### config.mk
export PLATFORM = sky130hd
export DESIGN_NAME = rv_decode_top
export DESIGN_NICKNAME = d
export VERILOG_FILES = /design/src/common/rv_pkg.sv /design/src/decode/rv_decode.sv /design/src/decode/rv_imm_gen.sv /design/src/decode/rv_instr_decode.sv /design/src/rtl/rv_decode_top.sv /design/src/rtl/rv_fetch_pc.sv
export VERILOG_INCLUDE_DIRS = /design/src /design/src/common
export SDC_FILE = /design/constraint.sdc
export NUM_CORES = 1
export LEC_CHECK = 0
export ABC_CLOCK_PERIOD_IN_PS = 8400
export BUFFER_PORTS_ARGS = -buffer_cell sky130_fd_sc_hd__buf_4
export CAP_MARGIN = 15
export CELL_PAD_IN_SITES_DETAIL_PLACEMENT = 1
export CELL_PAD_IN_SITES_GLOBAL_PLACEMENT = 1
export CORE_MARGIN = 1.5
export CORE_UTILIZATION = 30
export CTS_CLUSTER_DIAMETER = 150
export DETAILED_ROUTE_END_ITERATION = 6
export PLACE_DENSITY = 0.69
export SYNTH_ARGS = -nofsm -noshare
export SYNTH_HDL_FRONTEND = slang
export SYNTH_SLANG_ARGS = --single-unit
export TNS_END_PERCENT = 1
### constraint.sdc
create_clock -name i_clk -period 8.4 [get_ports i_clk]
set_input_delay 1.68 -clock i_clk [delete_from_list [all_inputs] [get_ports i_clk]]
set_output_delay 1.68 -clock i_clk [all_outputs]
set_load 0.01 [all_outputs]
### src/common/rv_defs.svh
`ifndef RV_DEFS_SVH
`define RV_DEFS_SVH

`define RV_RESET_PC     30'h0000_0000   // Word address after reset.
`define EXTENSION_Zicsr 1'b1            // CSR instructions enabled.

// ==========================================================================
// Major opcodes
// ==========================================================================
`define RV_OP_LUI       7'b0110111
`define RV_OP_AUIPC     7'b0010111
`define RV_OP_JAL       7'b1101111
`define RV_OP_JALR      7'b1100111
`define RV_OP_BRANCH    7'b1100011
`define RV_OP_LOAD      7'b0000011
`define RV_OP_STORE     7'b0100011
`define RV_OP_OP_IMM    7'b0010011
`define RV_OP_OP        7'b0110011
`define RV_OP_MISC_MEM  7'b0001111
`define RV_OP_SYSTEM    7'b1110011

// ==========================================================================
// ALU control codes
// ==========================================================================
`define RV_ALU_ADD      5'd0
`define RV_ALU_SUB      5'd1
`define RV_ALU_SLL      5'd2
`define RV_ALU_SLT      5'd3
`define RV_ALU_SLTU     5'd4
`define RV_ALU_XOR      5'd5
`define RV_ALU_SRL      5'd6
`define RV_ALU_SRA      5'd7
`define RV_ALU_OR       5'd8
`define RV_ALU_AND      5'd9
`define RV_ALU_PASS     5'd10           // Operand B straight through, for LUI.

`endif

### src/common/rv_pkg.sv
package rv_pkg;

    // Raw instruction word.
    typedef logic [31:0] instr_t;

    // Word address, byte offset bits dropped.
    typedef logic [31:2] pc_t;

    // Register file index.
    typedef logic [4:0] reg_idx_t;

    // Sign-extended immediate.
    typedef logic [31:0] imm_t;

    // ALU operation, codes in rv_defs.svh.
    typedef logic [4:0] alu_ctrl_t;

    // Writeback source: 0 ALU, 1 memory, 2 PC+4, 3 CSR.
    typedef logic [1:0] res_src_t;

    // CSR address.
    typedef logic [11:0] csr_idx_t;

    // CSR operation: 1 write, 2 set, 3 clear.
    typedef logic [1:0] csr_op_t;

endpackage

### src/decode/rv_decode.sv
`timescale 1ns/1ps

module rv_decode
(
    input  logic                i_clk,
    input  logic                i_reset,
    input  logic                i_stall,
    input  logic                i_flush,
    input  rv_pkg::instr_t      i_data,
    input  rv_pkg::pc_t         i_pc,
    input  rv_pkg::pc_t         i_pc_p4,
    output rv_pkg::reg_idx_t    o_rs1,
    output rv_pkg::reg_idx_t    o_rs2,
    output rv_pkg::reg_idx_t    o_rd,
    output rv_pkg::pc_t         o_pc,
    output rv_pkg::pc_t         o_pc_p4,
    output rv_pkg::imm_t        o_imm,
    output logic                o_reg_write,
    output logic                o_mem_read,
    output logic                o_mem_write,
    output rv_pkg::res_src_t    o_res_src,
    output logic                o_pc_sel,
    output logic                o_jump,
    output logic                o_branch,
    output logic                o_alu_op1_sel,
    output logic                o_alu_op2_sel,
    output logic [2:0]          o_funct3,
    output rv_pkg::alu_ctrl_t   o_alu_ctrl,
    output rv_pkg::csr_idx_t    o_csr_idx,
    output rv_pkg::csr_op_t     o_csr_op,
    output logic                o_csr_sel,
    output rv_pkg::pc_t         o_jump_addr,
    output logic                o_inv_instr
);

    rv_pkg::pc_t    r_pc;
    rv_pkg::pc_t    r_pc_p4;
    rv_pkg::instr_t r_instr;
    rv_pkg::instr_t w_instr;
    logic           r_flush;
    logic           r_stall;

    // ==========================================================================
    // Stage registers
    // ==========================================================================
    always_ff @(posedge i_clk)
    begin
        if (i_flush)
        begin
            r_pc    <= '0;              // Bubble carries no PC.
            r_pc_p4 <= '0;
        end
        else if (!i_stall)
        begin
            r_pc    <= i_pc;
            r_pc_p4 <= i_pc_p4;
        end
    end

    always_ff @(posedge i_clk)
    begin
        if (i_reset)
        begin
            r_flush <= 1'b0;
            r_stall <= 1'b0;
        end
        else
        begin
            r_flush <= i_flush;
            r_stall <= i_stall;
        end
    end

    // Copy of the decoded word that stays frozen under stall.
    always_ff @(posedge i_clk)
    begin
        if (!r_stall)
        begin
            r_instr <= w_instr;
        end
    end

    always_comb
    begin
        if (i_reset || r_flush)
            w_instr = '0;               // Bubble.
        else if (r_stall)
            w_instr = r_instr;
        else
            w_instr = i_data;
    end

    // ==========================================================================
    // Decode
    // ==========================================================================
    rv_instr_decode u_instr_decode
    (
        .i_instr        (w_instr),
        .o_rs1          (o_rs1),
        .o_rs2          (o_rs2),
        .o_rd           (o_rd),
        .o_reg_write    (o_reg_write),
        .o_mem_read     (o_mem_read),
        .o_mem_write    (o_mem_write),
        .o_res_src      (o_res_src),
        .o_pc_sel       (o_pc_sel),
        .o_jump         (o_jump),
        .o_branch       (o_branch),
        .o_alu_op1_sel  (o_alu_op1_sel),
        .o_alu_op2_sel  (o_alu_op2_sel),
        .o_funct3       (o_funct3),
        .o_alu_ctrl     (o_alu_ctrl),
        .o_csr_idx      (o_csr_idx),
        .o_csr_op       (o_csr_op),
        .o_csr_sel      (o_csr_sel),
        .o_inv_instr    (o_inv_instr)
    );

    rv_imm_gen u_imm_gen
    (
        .i_instr        (w_instr),
        .o_imm          (o_imm)
    );

    assign o_pc        = r_pc;
    assign o_pc_p4     = r_pc_p4;
    assign o_jump_addr = r_pc + o_imm[31:2];    // PC-relative target in words.

endmodule

### src/decode/rv_imm_gen.sv
`timescale 1ns/1ps

`include "rv_defs.svh"

module rv_imm_gen
(
    input  rv_pkg::instr_t  i_instr,
    output rv_pkg::imm_t    o_imm
);

    logic w_sign;

    assign w_sign = i_instr[31];

    // Format follows the opcode.
    always_comb
    begin
        case (i_instr[6:0])
            `RV_OP_LOAD, `RV_OP_OP_IMM, `RV_OP_JALR:
                o_imm = {{20{w_sign}}, i_instr[31:20]};
            `RV_OP_STORE:
                o_imm = {{20{w_sign}}, i_instr[31:25], i_instr[11:7]};
            `RV_OP_BRANCH:
                o_imm = {{19{w_sign}}, w_sign, i_instr[7], i_instr[30:25],
                         i_instr[11:8], 1'b0};
            `RV_OP_LUI, `RV_OP_AUIPC:
                o_imm = {i_instr[31:12], 12'b0};
            `RV_OP_JAL:
                o_imm = {{11{w_sign}}, w_sign, i_instr[19:12], i_instr[20],
                         i_instr[30:21], 1'b0};
            default:
                o_imm = '0;         // R-type, CSR and bubble.
        endcase
    end

endmodule

### src/decode/rv_instr_decode.sv
`timescale 1ns/1ps

`include "rv_defs.svh"

module rv_instr_decode
(
    input  rv_pkg::instr_t      i_instr,
    output rv_pkg::reg_idx_t    o_rs1,
    output rv_pkg::reg_idx_t    o_rs2,
    output rv_pkg::reg_idx_t    o_rd,
    output logic                o_reg_write,
    output logic                o_mem_read,
    output logic                o_mem_write,
    output rv_pkg::res_src_t    o_res_src,
    output logic                o_pc_sel,
    output logic                o_jump,
    output logic                o_branch,
    output logic                o_alu_op1_sel,
    output logic                o_alu_op2_sel,
    output logic [2:0]          o_funct3,
    output rv_pkg::alu_ctrl_t   o_alu_ctrl,
    output rv_pkg::csr_idx_t    o_csr_idx,
    output rv_pkg::csr_op_t     o_csr_op,
    output logic                o_csr_sel,
    output logic                o_inv_instr
);

    logic [6:0]         w_opcode;
    logic [2:0]         w_funct3;
    logic [6:0]         w_funct7;
    logic               w_alt;
    logic               w_bubble;
    logic               w_valid;
    rv_pkg::alu_ctrl_t  w_alu_arith;

    assign w_opcode = i_instr[6:0];
    assign w_funct3 = i_instr[14:12];
    assign w_funct7 = i_instr[31:25];
    assign w_alt    = (w_funct7 == 7'b0100000);     // SUB / SRA form.
    assign w_bubble = (i_instr == '0);

    assign o_rs1       = i_instr[19:15];
    assign o_rs2       = i_instr[24:20];
    assign o_rd        = i_instr[11:7];
    assign o_funct3    = w_funct3;
    assign o_csr_idx   = i_instr[31:20];
    assign o_csr_op    = w_funct3[1:0];
    assign o_inv_instr = !w_valid && !w_bubble;

    // Register and immediate arithmetic.
    always_comb
    begin
        case (w_funct3)
            3'b000:  w_alu_arith = (w_opcode == `RV_OP_OP && w_alt) ? `RV_ALU_SUB : `RV_ALU_ADD;
            3'b001:  w_alu_arith = `RV_ALU_SLL;
            3'b010:  w_alu_arith = `RV_ALU_SLT;
            3'b011:  w_alu_arith = `RV_ALU_SLTU;
            3'b100:  w_alu_arith = `RV_ALU_XOR;
            3'b101:  w_alu_arith = w_alt ? `RV_ALU_SRA : `RV_ALU_SRL;
            3'b110:  w_alu_arith = `RV_ALU_OR;
            default: w_alu_arith = `RV_ALU_AND;
        endcase
    end

    // ==========================================================================
    // Control per opcode
    // ==========================================================================
    always_comb
    begin
        o_reg_write   = 1'b0;
        o_mem_read    = 1'b0;
        o_mem_write   = 1'b0;
        o_res_src     = 2'd0;               // ALU result.
        o_pc_sel      = 1'b0;
        o_jump        = 1'b0;
        o_branch      = 1'b0;
        o_alu_op1_sel = 1'b0;               // rs1.
        o_alu_op2_sel = 1'b0;               // rs2.
        o_alu_ctrl    = `RV_ALU_ADD;
        o_csr_sel     = 1'b0;
        w_valid       = 1'b0;
        case (w_opcode)
            `RV_OP_LUI, `RV_OP_AUIPC:
            begin
                o_reg_write   = 1'b1;
                o_alu_op1_sel = (w_opcode == `RV_OP_AUIPC);
                o_alu_op2_sel = 1'b1;
                o_alu_ctrl    = (w_opcode == `RV_OP_LUI) ? `RV_ALU_PASS : `RV_ALU_ADD;
                w_valid       = 1'b1;
            end
            `RV_OP_JAL, `RV_OP_JALR:
            begin
                o_reg_write   = 1'b1;
                o_res_src     = 2'd2;       // Link address.
                o_jump        = 1'b1;
                o_pc_sel      = (w_opcode == `RV_OP_JALR);    // Base is rs1.
                o_alu_op2_sel = 1'b1;
                w_valid       = (w_opcode == `RV_OP_JAL) || (w_funct3 == 3'b000);
            end
            `RV_OP_BRANCH:
            begin
                o_branch   = 1'b1;
                o_alu_ctrl = !w_funct3[2] ? `RV_ALU_SUB :
                             (w_funct3[1] ? `RV_ALU_SLTU : `RV_ALU_SLT);
                w_valid    = (w_funct3[2:1] != 2'b01);
            end
            `RV_OP_LOAD:
            begin
                o_reg_write   = 1'b1;
                o_mem_read    = 1'b1;
                o_res_src     = 2'd1;
                o_alu_op2_sel = 1'b1;
                w_valid       = (w_funct3 != 3'b011) && (w_funct3[2:1] != 2'b11);
            end
            `RV_OP_STORE:
            begin
                o_mem_write   = 1'b1;
                o_alu_op2_sel = 1'b1;
                w_valid       = !w_funct3[2] && (w_funct3[1:0] != 2'b11);
            end
            `RV_OP_OP_IMM:
            begin
                o_reg_write   = 1'b1;
                o_alu_op2_sel = 1'b1;
                o_alu_ctrl    = w_alu_arith;
                if (w_funct3 == 3'b001)
                    w_valid = (w_funct7 == 7'b0);
                else if (w_funct3 == 3'b101)
                    w_valid = (w_funct7 == 7'b0) || w_alt;
                else
                    w_valid = 1'b1;
            end
            `RV_OP_OP:
            begin
                o_reg_write = 1'b1;
                o_alu_ctrl  = w_alu_arith;
                w_valid     = (w_funct7 == 7'b0) ||
                              (w_alt && (w_funct3 == 3'b000 || w_funct3 == 3'b101));
            end
            `RV_OP_MISC_MEM:
            begin
                w_valid = (w_funct3[2:1] == 2'b00);     // FENCE, no-op here.
            end
            `RV_OP_SYSTEM:
            begin
                if (`EXTENSION_Zicsr && w_funct3[1:0] != 2'b00)
                begin
                    o_reg_write = 1'b1;
                    o_res_src   = 2'd3;     // Old CSR value to rd.
                    o_csr_sel   = 1'b1;
                    w_valid     = 1'b1;
                end
            end
            default:
            begin
                w_valid = 1'b0;
            end
        endcase
    end

endmodule

### src/rtl/rv_decode_top.sv
`timescale 1ns/1ps

module rv_decode_top
(
    input  logic                i_clk,
    input  logic                i_reset,
    input  logic                i_stall,
    input  logic                i_flush,
    input  rv_pkg::pc_t         i_redirect_pc,
    input  rv_pkg::instr_t      i_imem_data,
    output rv_pkg::pc_t         o_imem_addr,
    output rv_pkg::reg_idx_t    o_rs1,
    output rv_pkg::reg_idx_t    o_rs2,
    output rv_pkg::reg_idx_t    o_rd,
    output rv_pkg::pc_t         o_pc,
    output rv_pkg::pc_t         o_pc_p4,
    output rv_pkg::imm_t        o_imm,
    output logic                o_reg_write,
    output logic                o_mem_read,
    output logic                o_mem_write,
    output rv_pkg::res_src_t    o_res_src,
    output logic                o_pc_sel,
    output logic                o_jump,
    output logic                o_branch,
    output logic                o_alu_op1_sel,
    output logic                o_alu_op2_sel,
    output logic [2:0]          o_funct3,
    output rv_pkg::alu_ctrl_t   o_alu_ctrl,
    output rv_pkg::csr_idx_t    o_csr_idx,
    output rv_pkg::csr_op_t     o_csr_op,
    output logic                o_csr_sel,
    output rv_pkg::pc_t         o_jump_addr,
    output logic                o_inv_instr
);

    rv_pkg::pc_t w_pc_p4;

    rv_fetch_pc u_fetch_pc
    (
        .i_clk          (i_clk),
        .i_reset        (i_reset),
        .i_stall        (i_stall),
        .i_flush        (i_flush),
        .i_redirect_pc  (i_redirect_pc),
        .o_pc           (o_imem_addr),      // Also the memory address.
        .o_pc_p4        (w_pc_p4)
    );

    rv_decode u_decode
    (
        .i_clk          (i_clk),
        .i_reset        (i_reset),
        .i_stall        (i_stall),
        .i_flush        (i_flush),
        .i_data         (i_imem_data),
        .i_pc           (o_imem_addr),
        .i_pc_p4        (w_pc_p4),
        .o_rs1          (o_rs1),
        .o_rs2          (o_rs2),
        .o_rd           (o_rd),
        .o_pc           (o_pc),
        .o_pc_p4        (o_pc_p4),
        .o_imm          (o_imm),
        .o_reg_write    (o_reg_write),
        .o_mem_read     (o_mem_read),
        .o_mem_write    (o_mem_write),
        .o_res_src      (o_res_src),
        .o_pc_sel       (o_pc_sel),
        .o_jump         (o_jump),
        .o_branch       (o_branch),
        .o_alu_op1_sel  (o_alu_op1_sel),
        .o_alu_op2_sel  (o_alu_op2_sel),
        .o_funct3       (o_funct3),
        .o_alu_ctrl     (o_alu_ctrl),
        .o_csr_idx      (o_csr_idx),
        .o_csr_op       (o_csr_op),
        .o_csr_sel      (o_csr_sel),
        .o_jump_addr    (o_jump_addr),
        .o_inv_instr    (o_inv_instr)
    );

endmodule

### src/rtl/rv_fetch_pc.sv
`timescale 1ns/1ps

`include "rv_defs.svh"

module rv_fetch_pc
(
    input  logic            i_clk,
    input  logic            i_reset,
    input  logic            i_stall,
    input  logic            i_flush,
    input  rv_pkg::pc_t     i_redirect_pc,
    output rv_pkg::pc_t     o_pc,
    output rv_pkg::pc_t     o_pc_p4
);

    rv_pkg::pc_t r_pc;
    rv_pkg::pc_t w_pc_next;

    assign w_pc_next = r_pc + 30'd1;    // Next sequential word.

    // Reset first, then redirect, then hold.
    always_ff @(posedge i_clk)
    begin
        if (i_reset)
        begin
            r_pc <= `RV_RESET_PC;
        end
        else if (i_flush)
        begin
            r_pc <= i_redirect_pc;
        end
        else if (!i_stall)
        begin
            r_pc <= w_pc_next;
        end
    end

    assign o_pc    = r_pc;
    assign o_pc_p4 = w_pc_next;         // Return address for jumps.

endmodule

# Word-level counts from Yosys, hierarchy flattened
# Index checks and enable logic that the tools add are counted.
# classes
addsub	2
n_eq_ne	23
muxes	27
n_reduce_logical	24
# ops
cell	count
$pmux 32 s5	1
$mux 32	2
$mux 30	2
$logic_not 32->1	1
$add 30x1->30 const B	1
$add 30x30->30	1
$eq 7x6->1 const B	4
$eq 7x7->1 const B	4
$pmux 4 s7	1
$pmux 5 s3	1
$eq 7x5->1 const B	2
$reduce_or 7->1	2
$mux 1	13
$eq 3x3->1 const B	3
$pmux 1 s9	1
$eq 7x2->1 const B	1
$eq 7x4->1 const B	1
$logic_not 7->1	1
$eq 3x2->1 const B	2
$mux 3	2
$pmux 2 s3	1
$reduce_or 2->1	3
$logic_and 1x1->1	5
$logic_or 1x1->1	5
other kinds (12)	16
# word_totals
reg_bits	124
in_bits	66

# Logic depth before layout (Yosys ltp)
# depth
word_depth	9
ltp_mapped	19
depth_no_buf	16

# Cells and area by module
# A second synthesis with hierarchy kept.
# hier_totals
hier_cells	1009
area_unflattened_um2	8765.9
# modules_own_cells
module	instances	cells_each	area_per_inst_um2	seq_area_each_um2
rv_decode	1	517	5118.7	2202.1
rv_fetch_pc	1	292	2328.5	600.6
rv_instr_decode	1	121	772.0	0.0
rv_imm_gen	1	79	546.8	0.0

# Worst setup path after synthesis
# No wires, ideal clock.
# synth_path
kind	input -> output
startpoint	in i_reset
endpoint	out o_jump_addr[28]
arrival_ns	5.688
slack_ns	1.032
stages	16
path_buffers	2
path_cell_list	clkbuf_1 or2_2 clkbuf_1 nor2_2 nor2_1 or2_2 o21ai_1 o21ai_0 ha_1 and3_1 a22o_1 a31oi_1 nor3_1 a2111oi_0 o31ai_1 xor2_1
# synth_via
elab_chain_cells	6
word_cells_on_any_way	14
# synth_rtl
item	line	source
start: declaration	rv_decode_top.sv:6	input logic i_reset,
$logic_or 1x1->1 *	rv_decode.sv:85	if (i_reset || r_flush)
$mux 32 *	rv_decode.sv:85	
named net u_decode.u_imm_gen.i_instr[3]	rv_imm_gen.sv:7	input rv_pkg::instr_t i_instr,
$eq 7x2->1, or another cell as far along	rv_imm_gen.sv:18	case (i_instr[6:0])
$reduce_or 3->1 or $reduce_or 2->1 (tied branches)	rv_imm_gen.sv:18	
$pmux 32 s5 *	rv_imm_gen.sv:18	
named net o_imm[12]	rv_decode_top.sv:17	output rv_pkg::imm_t o_imm,
$add 30x30->30 *	rv_decode.sv:127	assign o_jump_addr = r_pc + o_imm[31:2];
end: declaration	rv_decode_top.sv:32	output rv_pkg::pc_t o_jump_addr,
# The timed path passes the listed nets; every way through them passes the cells marked *.

# Worst setup path after layout
# layout_path
startpoint	in i_reset
endpoint	out o_jump_addr[28]
# layout_via
elab_chain_cells	6
word_cells_on_any_way	14
# layout_rtl
item	line
$logic_or 1x1->1 *	rv_decode.sv:85
$mux 32 *	rv_decode.sv:85
$eq 7x2->1, or another cell as far along	rv_imm_gen.sv:18
$reduce_or 3->1 or $reduce_or 2->1 (tied branches)	rv_imm_gen.sv:18
$pmux 32 s5 *	rv_imm_gen.sv:18
$add 30x30->30 *	rv_decode.sv:127
# Mark *: on every way between the ends. The rest lies on a longest branch, timed or not.

==> flow_summary.ini <==
[run_status]
outcome = completed

[logic_synthesis]
synth_commonest_cells = 160 x nor2_1, 92 x dfxtp_1, 78 x mux2i_1
synth_seq_cells = 124
synth.area.top_cells = dfxtp_1 22%, edfxtp_1 12%, mux2i_1 9.5%, nor2_1 7.3%, xnor2_1 5.0%
synth.top_cell.area_share_pct = 22.4
syn_area_per_cell_um2 = 8.36
syn-num-nets = 1079
synth_top_cell_by_area = dfxtp_1
synthArstFlopShare_pct = 0
netlist_instances = 982
synthesis.area_um2 = 8210
yosysWarnings = 0
synth_edf_count = 32
synth_most_common_cell = nor2_1
seq_area_frac_synth_pct = 34.1
synth-main-ff-cell = dfxtp_1
yosysUniqueCellTypes = 68

[timing]
slew_viol_final = 0
min_period_over_period_pct = 95.2
fin_skew_ns = 0.0131
setup_tns_ns = 0
rsz0062_at_grt = false
setup_viol = 0
period_needed_ns = 8.00
worstMarginPinSlew_ns = 0.943
slew-limit-headroom_pct = 37.1
fin_hold_ws_ns = 0.466
hold_viol_final = 0
timing.fmax_mhz = 125

[clock_network]
hold_buffers = 0
cts_tree = yes
cts-root-buf = clkbuf_16
clock_latency_ns = 0.42
cts_sinks = 124
post_cts_buffers = 0
clk_pin_slew_ns = 0.06
cts-buffers-inserted = 17
cts.htree.levels = 4
ctsResizeCount = 0
clock_path_buffers = 2

[cells_and_area]
fillers = 3212
finalNetCount = 1298
design_area_um2 = 10900
antenna_cells = 0
fin_cells = 1555
syn2layout_area_growth_pct = 32.7
drive_above_1_share_pct = 28.7

[setup_path]
crit_chain = buf_4 > or2_2 > or3_1 > nor4_2 > o21ai_1 > o21ai_0 > ha_1 > and3_1 > a22o_1 > a31oi_1 > nor3_1 > a2111oi_0 > buf_4 > o31ai_1 > xor2_1 > buf_4
endpoint_kind = output pin
crit_type = in -> out
critPathTopFamily = compound AO/OA/AOI/OAI gates
path_max_fanout = 10
max_stage_delay_ns = 0.61
cpMaxStageDelayCell = nor4_2
cp-start-kind = primary input
cpMostUsedCell = buf_4
cp.arrival_ns = 6.32
crit_required_ns = 6.72
crit_buf_inv = 3

[power_and_ir_drop]
powerDensity_nw_per_um2 = 158
peakVddDrop_mv = 0.0939
leakagePower_nw = 5.21

[place]
placedCellCount = 1523
placed_area_um2 = 10300
gp_congestion = 0.914
port_buffers = 265
dp_hpwl_um = 25000

[global_routing]
grt_antenna_before_repair = 0
first_global_vias = 8016
grt-ovfl-total = 0
track_usage_pct = 22.4
grt_max_degree = 81
grt_pass1_wl_um = 48300

[worst_hold_path]
holdCritPathClass = reg -> reg

[drt]
via_count = 8079
totalWireLength_um = 32200
ant_nets = 0
routedWlPerCell_um = 20.7
first_iter_violations = 472
viasPerCell = 5.20
drc = 0
first_pass_iters = 5

[floorplan]
ioPinCount = 267
core_um2 = 26900
initial_core_util_pct = 30.5
placementRows = 60
fp.dieW_um = 168
fp.dieArea_um2 = 28400
die_h_um = 168

[flow_run]
max_cap_viol_count = 0
final timing paths:
| check | startpoint | end | slack, ns | depth (start not counted) |
|---|---|---|---|---|
| min | u_decode.o_pc_p4[1] | u_decode.o_pc_p4[1] | 0.47 | 2 |
| max | i_reset | o_jump_addr[28] | 0.40 | 16 |
| min reg2reg | u_decode.o_pc_p4[1] | u_decode.o_pc_p4[1] | 0.47 | 2 |
| max reg2reg | u_fetch_pc.o_pc[10] | u_fetch_pc.o_pc[28] | 5.73 | 7 |
metal layers:
metal | routed length, um | track usage (%) | vias up
li1 | - | - | 3867
met1 | 14300 | 28.9 | 3906
met2 | 14900 | 36.4 | 265
met3 | 2130 | 6.02 | 41
met4 | 761 | 6.95 | 0
met5 | 0 | 0 | -
cells in the final DEF, fill, tap and decap left out, types with 9 or more instances in the layout:
master       n
a211oi_1    13
a21o_1      19
a21oi_1     74
buf_4      288
clkbuf_16   17
dfxtp_1     91
edfxtp_1    32
ha_1        30
inv_1       33
mux2i_1     78
nand2_1     43
nand2b_1    21
nand3_1     26
nand4_1     11
nor2_1     160
nor2b_1      9
nor3_1      22
o21ai_0     43
or3_1        9
xnor2_1     47
xor2_1      31
through the flow:
| step | utilization (%) | total power, mW | worst slack, ns |
|---|---|---|---|
| global placement | 38.4 | 0.982 | 0.514 |
| global route | 40.5 | 1.79 | 0.0980 |
| detailed placement | 38.4 | 0.985 | 0.423 |
| CTS | 40.5 | 1.74 | 0.377 |
| floorplan | - | 0.852 | 1.03 |
| finish | 40.5 | 1.72 | 0.402 |
worst reg2reg max path: cells and delay by family (launching register included):
family           cells  cell delay, ns
AO/OA/AOI/OAI        1            0.21
XOR/XNOR             1            0.10
flip-flops           1            0.60
AND/OR/NAND/NOR      5            1.70
area by class of cell:
cell class	count	area, um^2	area share (%)
flip-flops and latches	124	2800	25.7
clock inverters	12	138	1.26
clock buffers	20	437	4.01
inverters	34	128	1.17
multi-input cells	736	4800	44.1
repair buffers	288	2160	19.8
well taps	341	427	3.92
state kept, by name, summed over array words and instances, names as in the netlist:
| name | count |
|---|---|
| u_decode.r_instr | 32 |
| u_decode.o_pc | 30 |
| u_decode.o_pc_p4 | 30 |
| u_fetch_pc.o_pc | 30 |
| u_decode.r_flush | 1 |
| u_decode.r_stall | 1 |
logic make-up after synthesis:
| logic type | Yosys count | share of synthesized area [%] |
|---|---|---|
| and+or+nand+nor | 351 | 21.0 |
| AOI/OAI and AO/OA | 194 | 14.4 |
| DFF | 124 | 34.1 |
| buffers and inverters | 122 | 7.36 |
| muxes | 81 | 9.92 |
| xor gates and xnor gates | 78 | 8.32 |
| adders and majority gates | 31 | 4.82 |
| other | 1 | 0.0457 |
report_power, final:
| part | leakage, nW | total [mW] | switching (mW) | internal, mW |
|---|---|---|---|---|
| clock network | 0.280 | 0.746 | 0.305 | 0.441 |
| logic | 3.83 | 0.282 | 0.154 | 0.129 |
| registers | 1.10 | 0.689 | 0.0400 | 0.649 |
(Power assumes the default switching activity.)
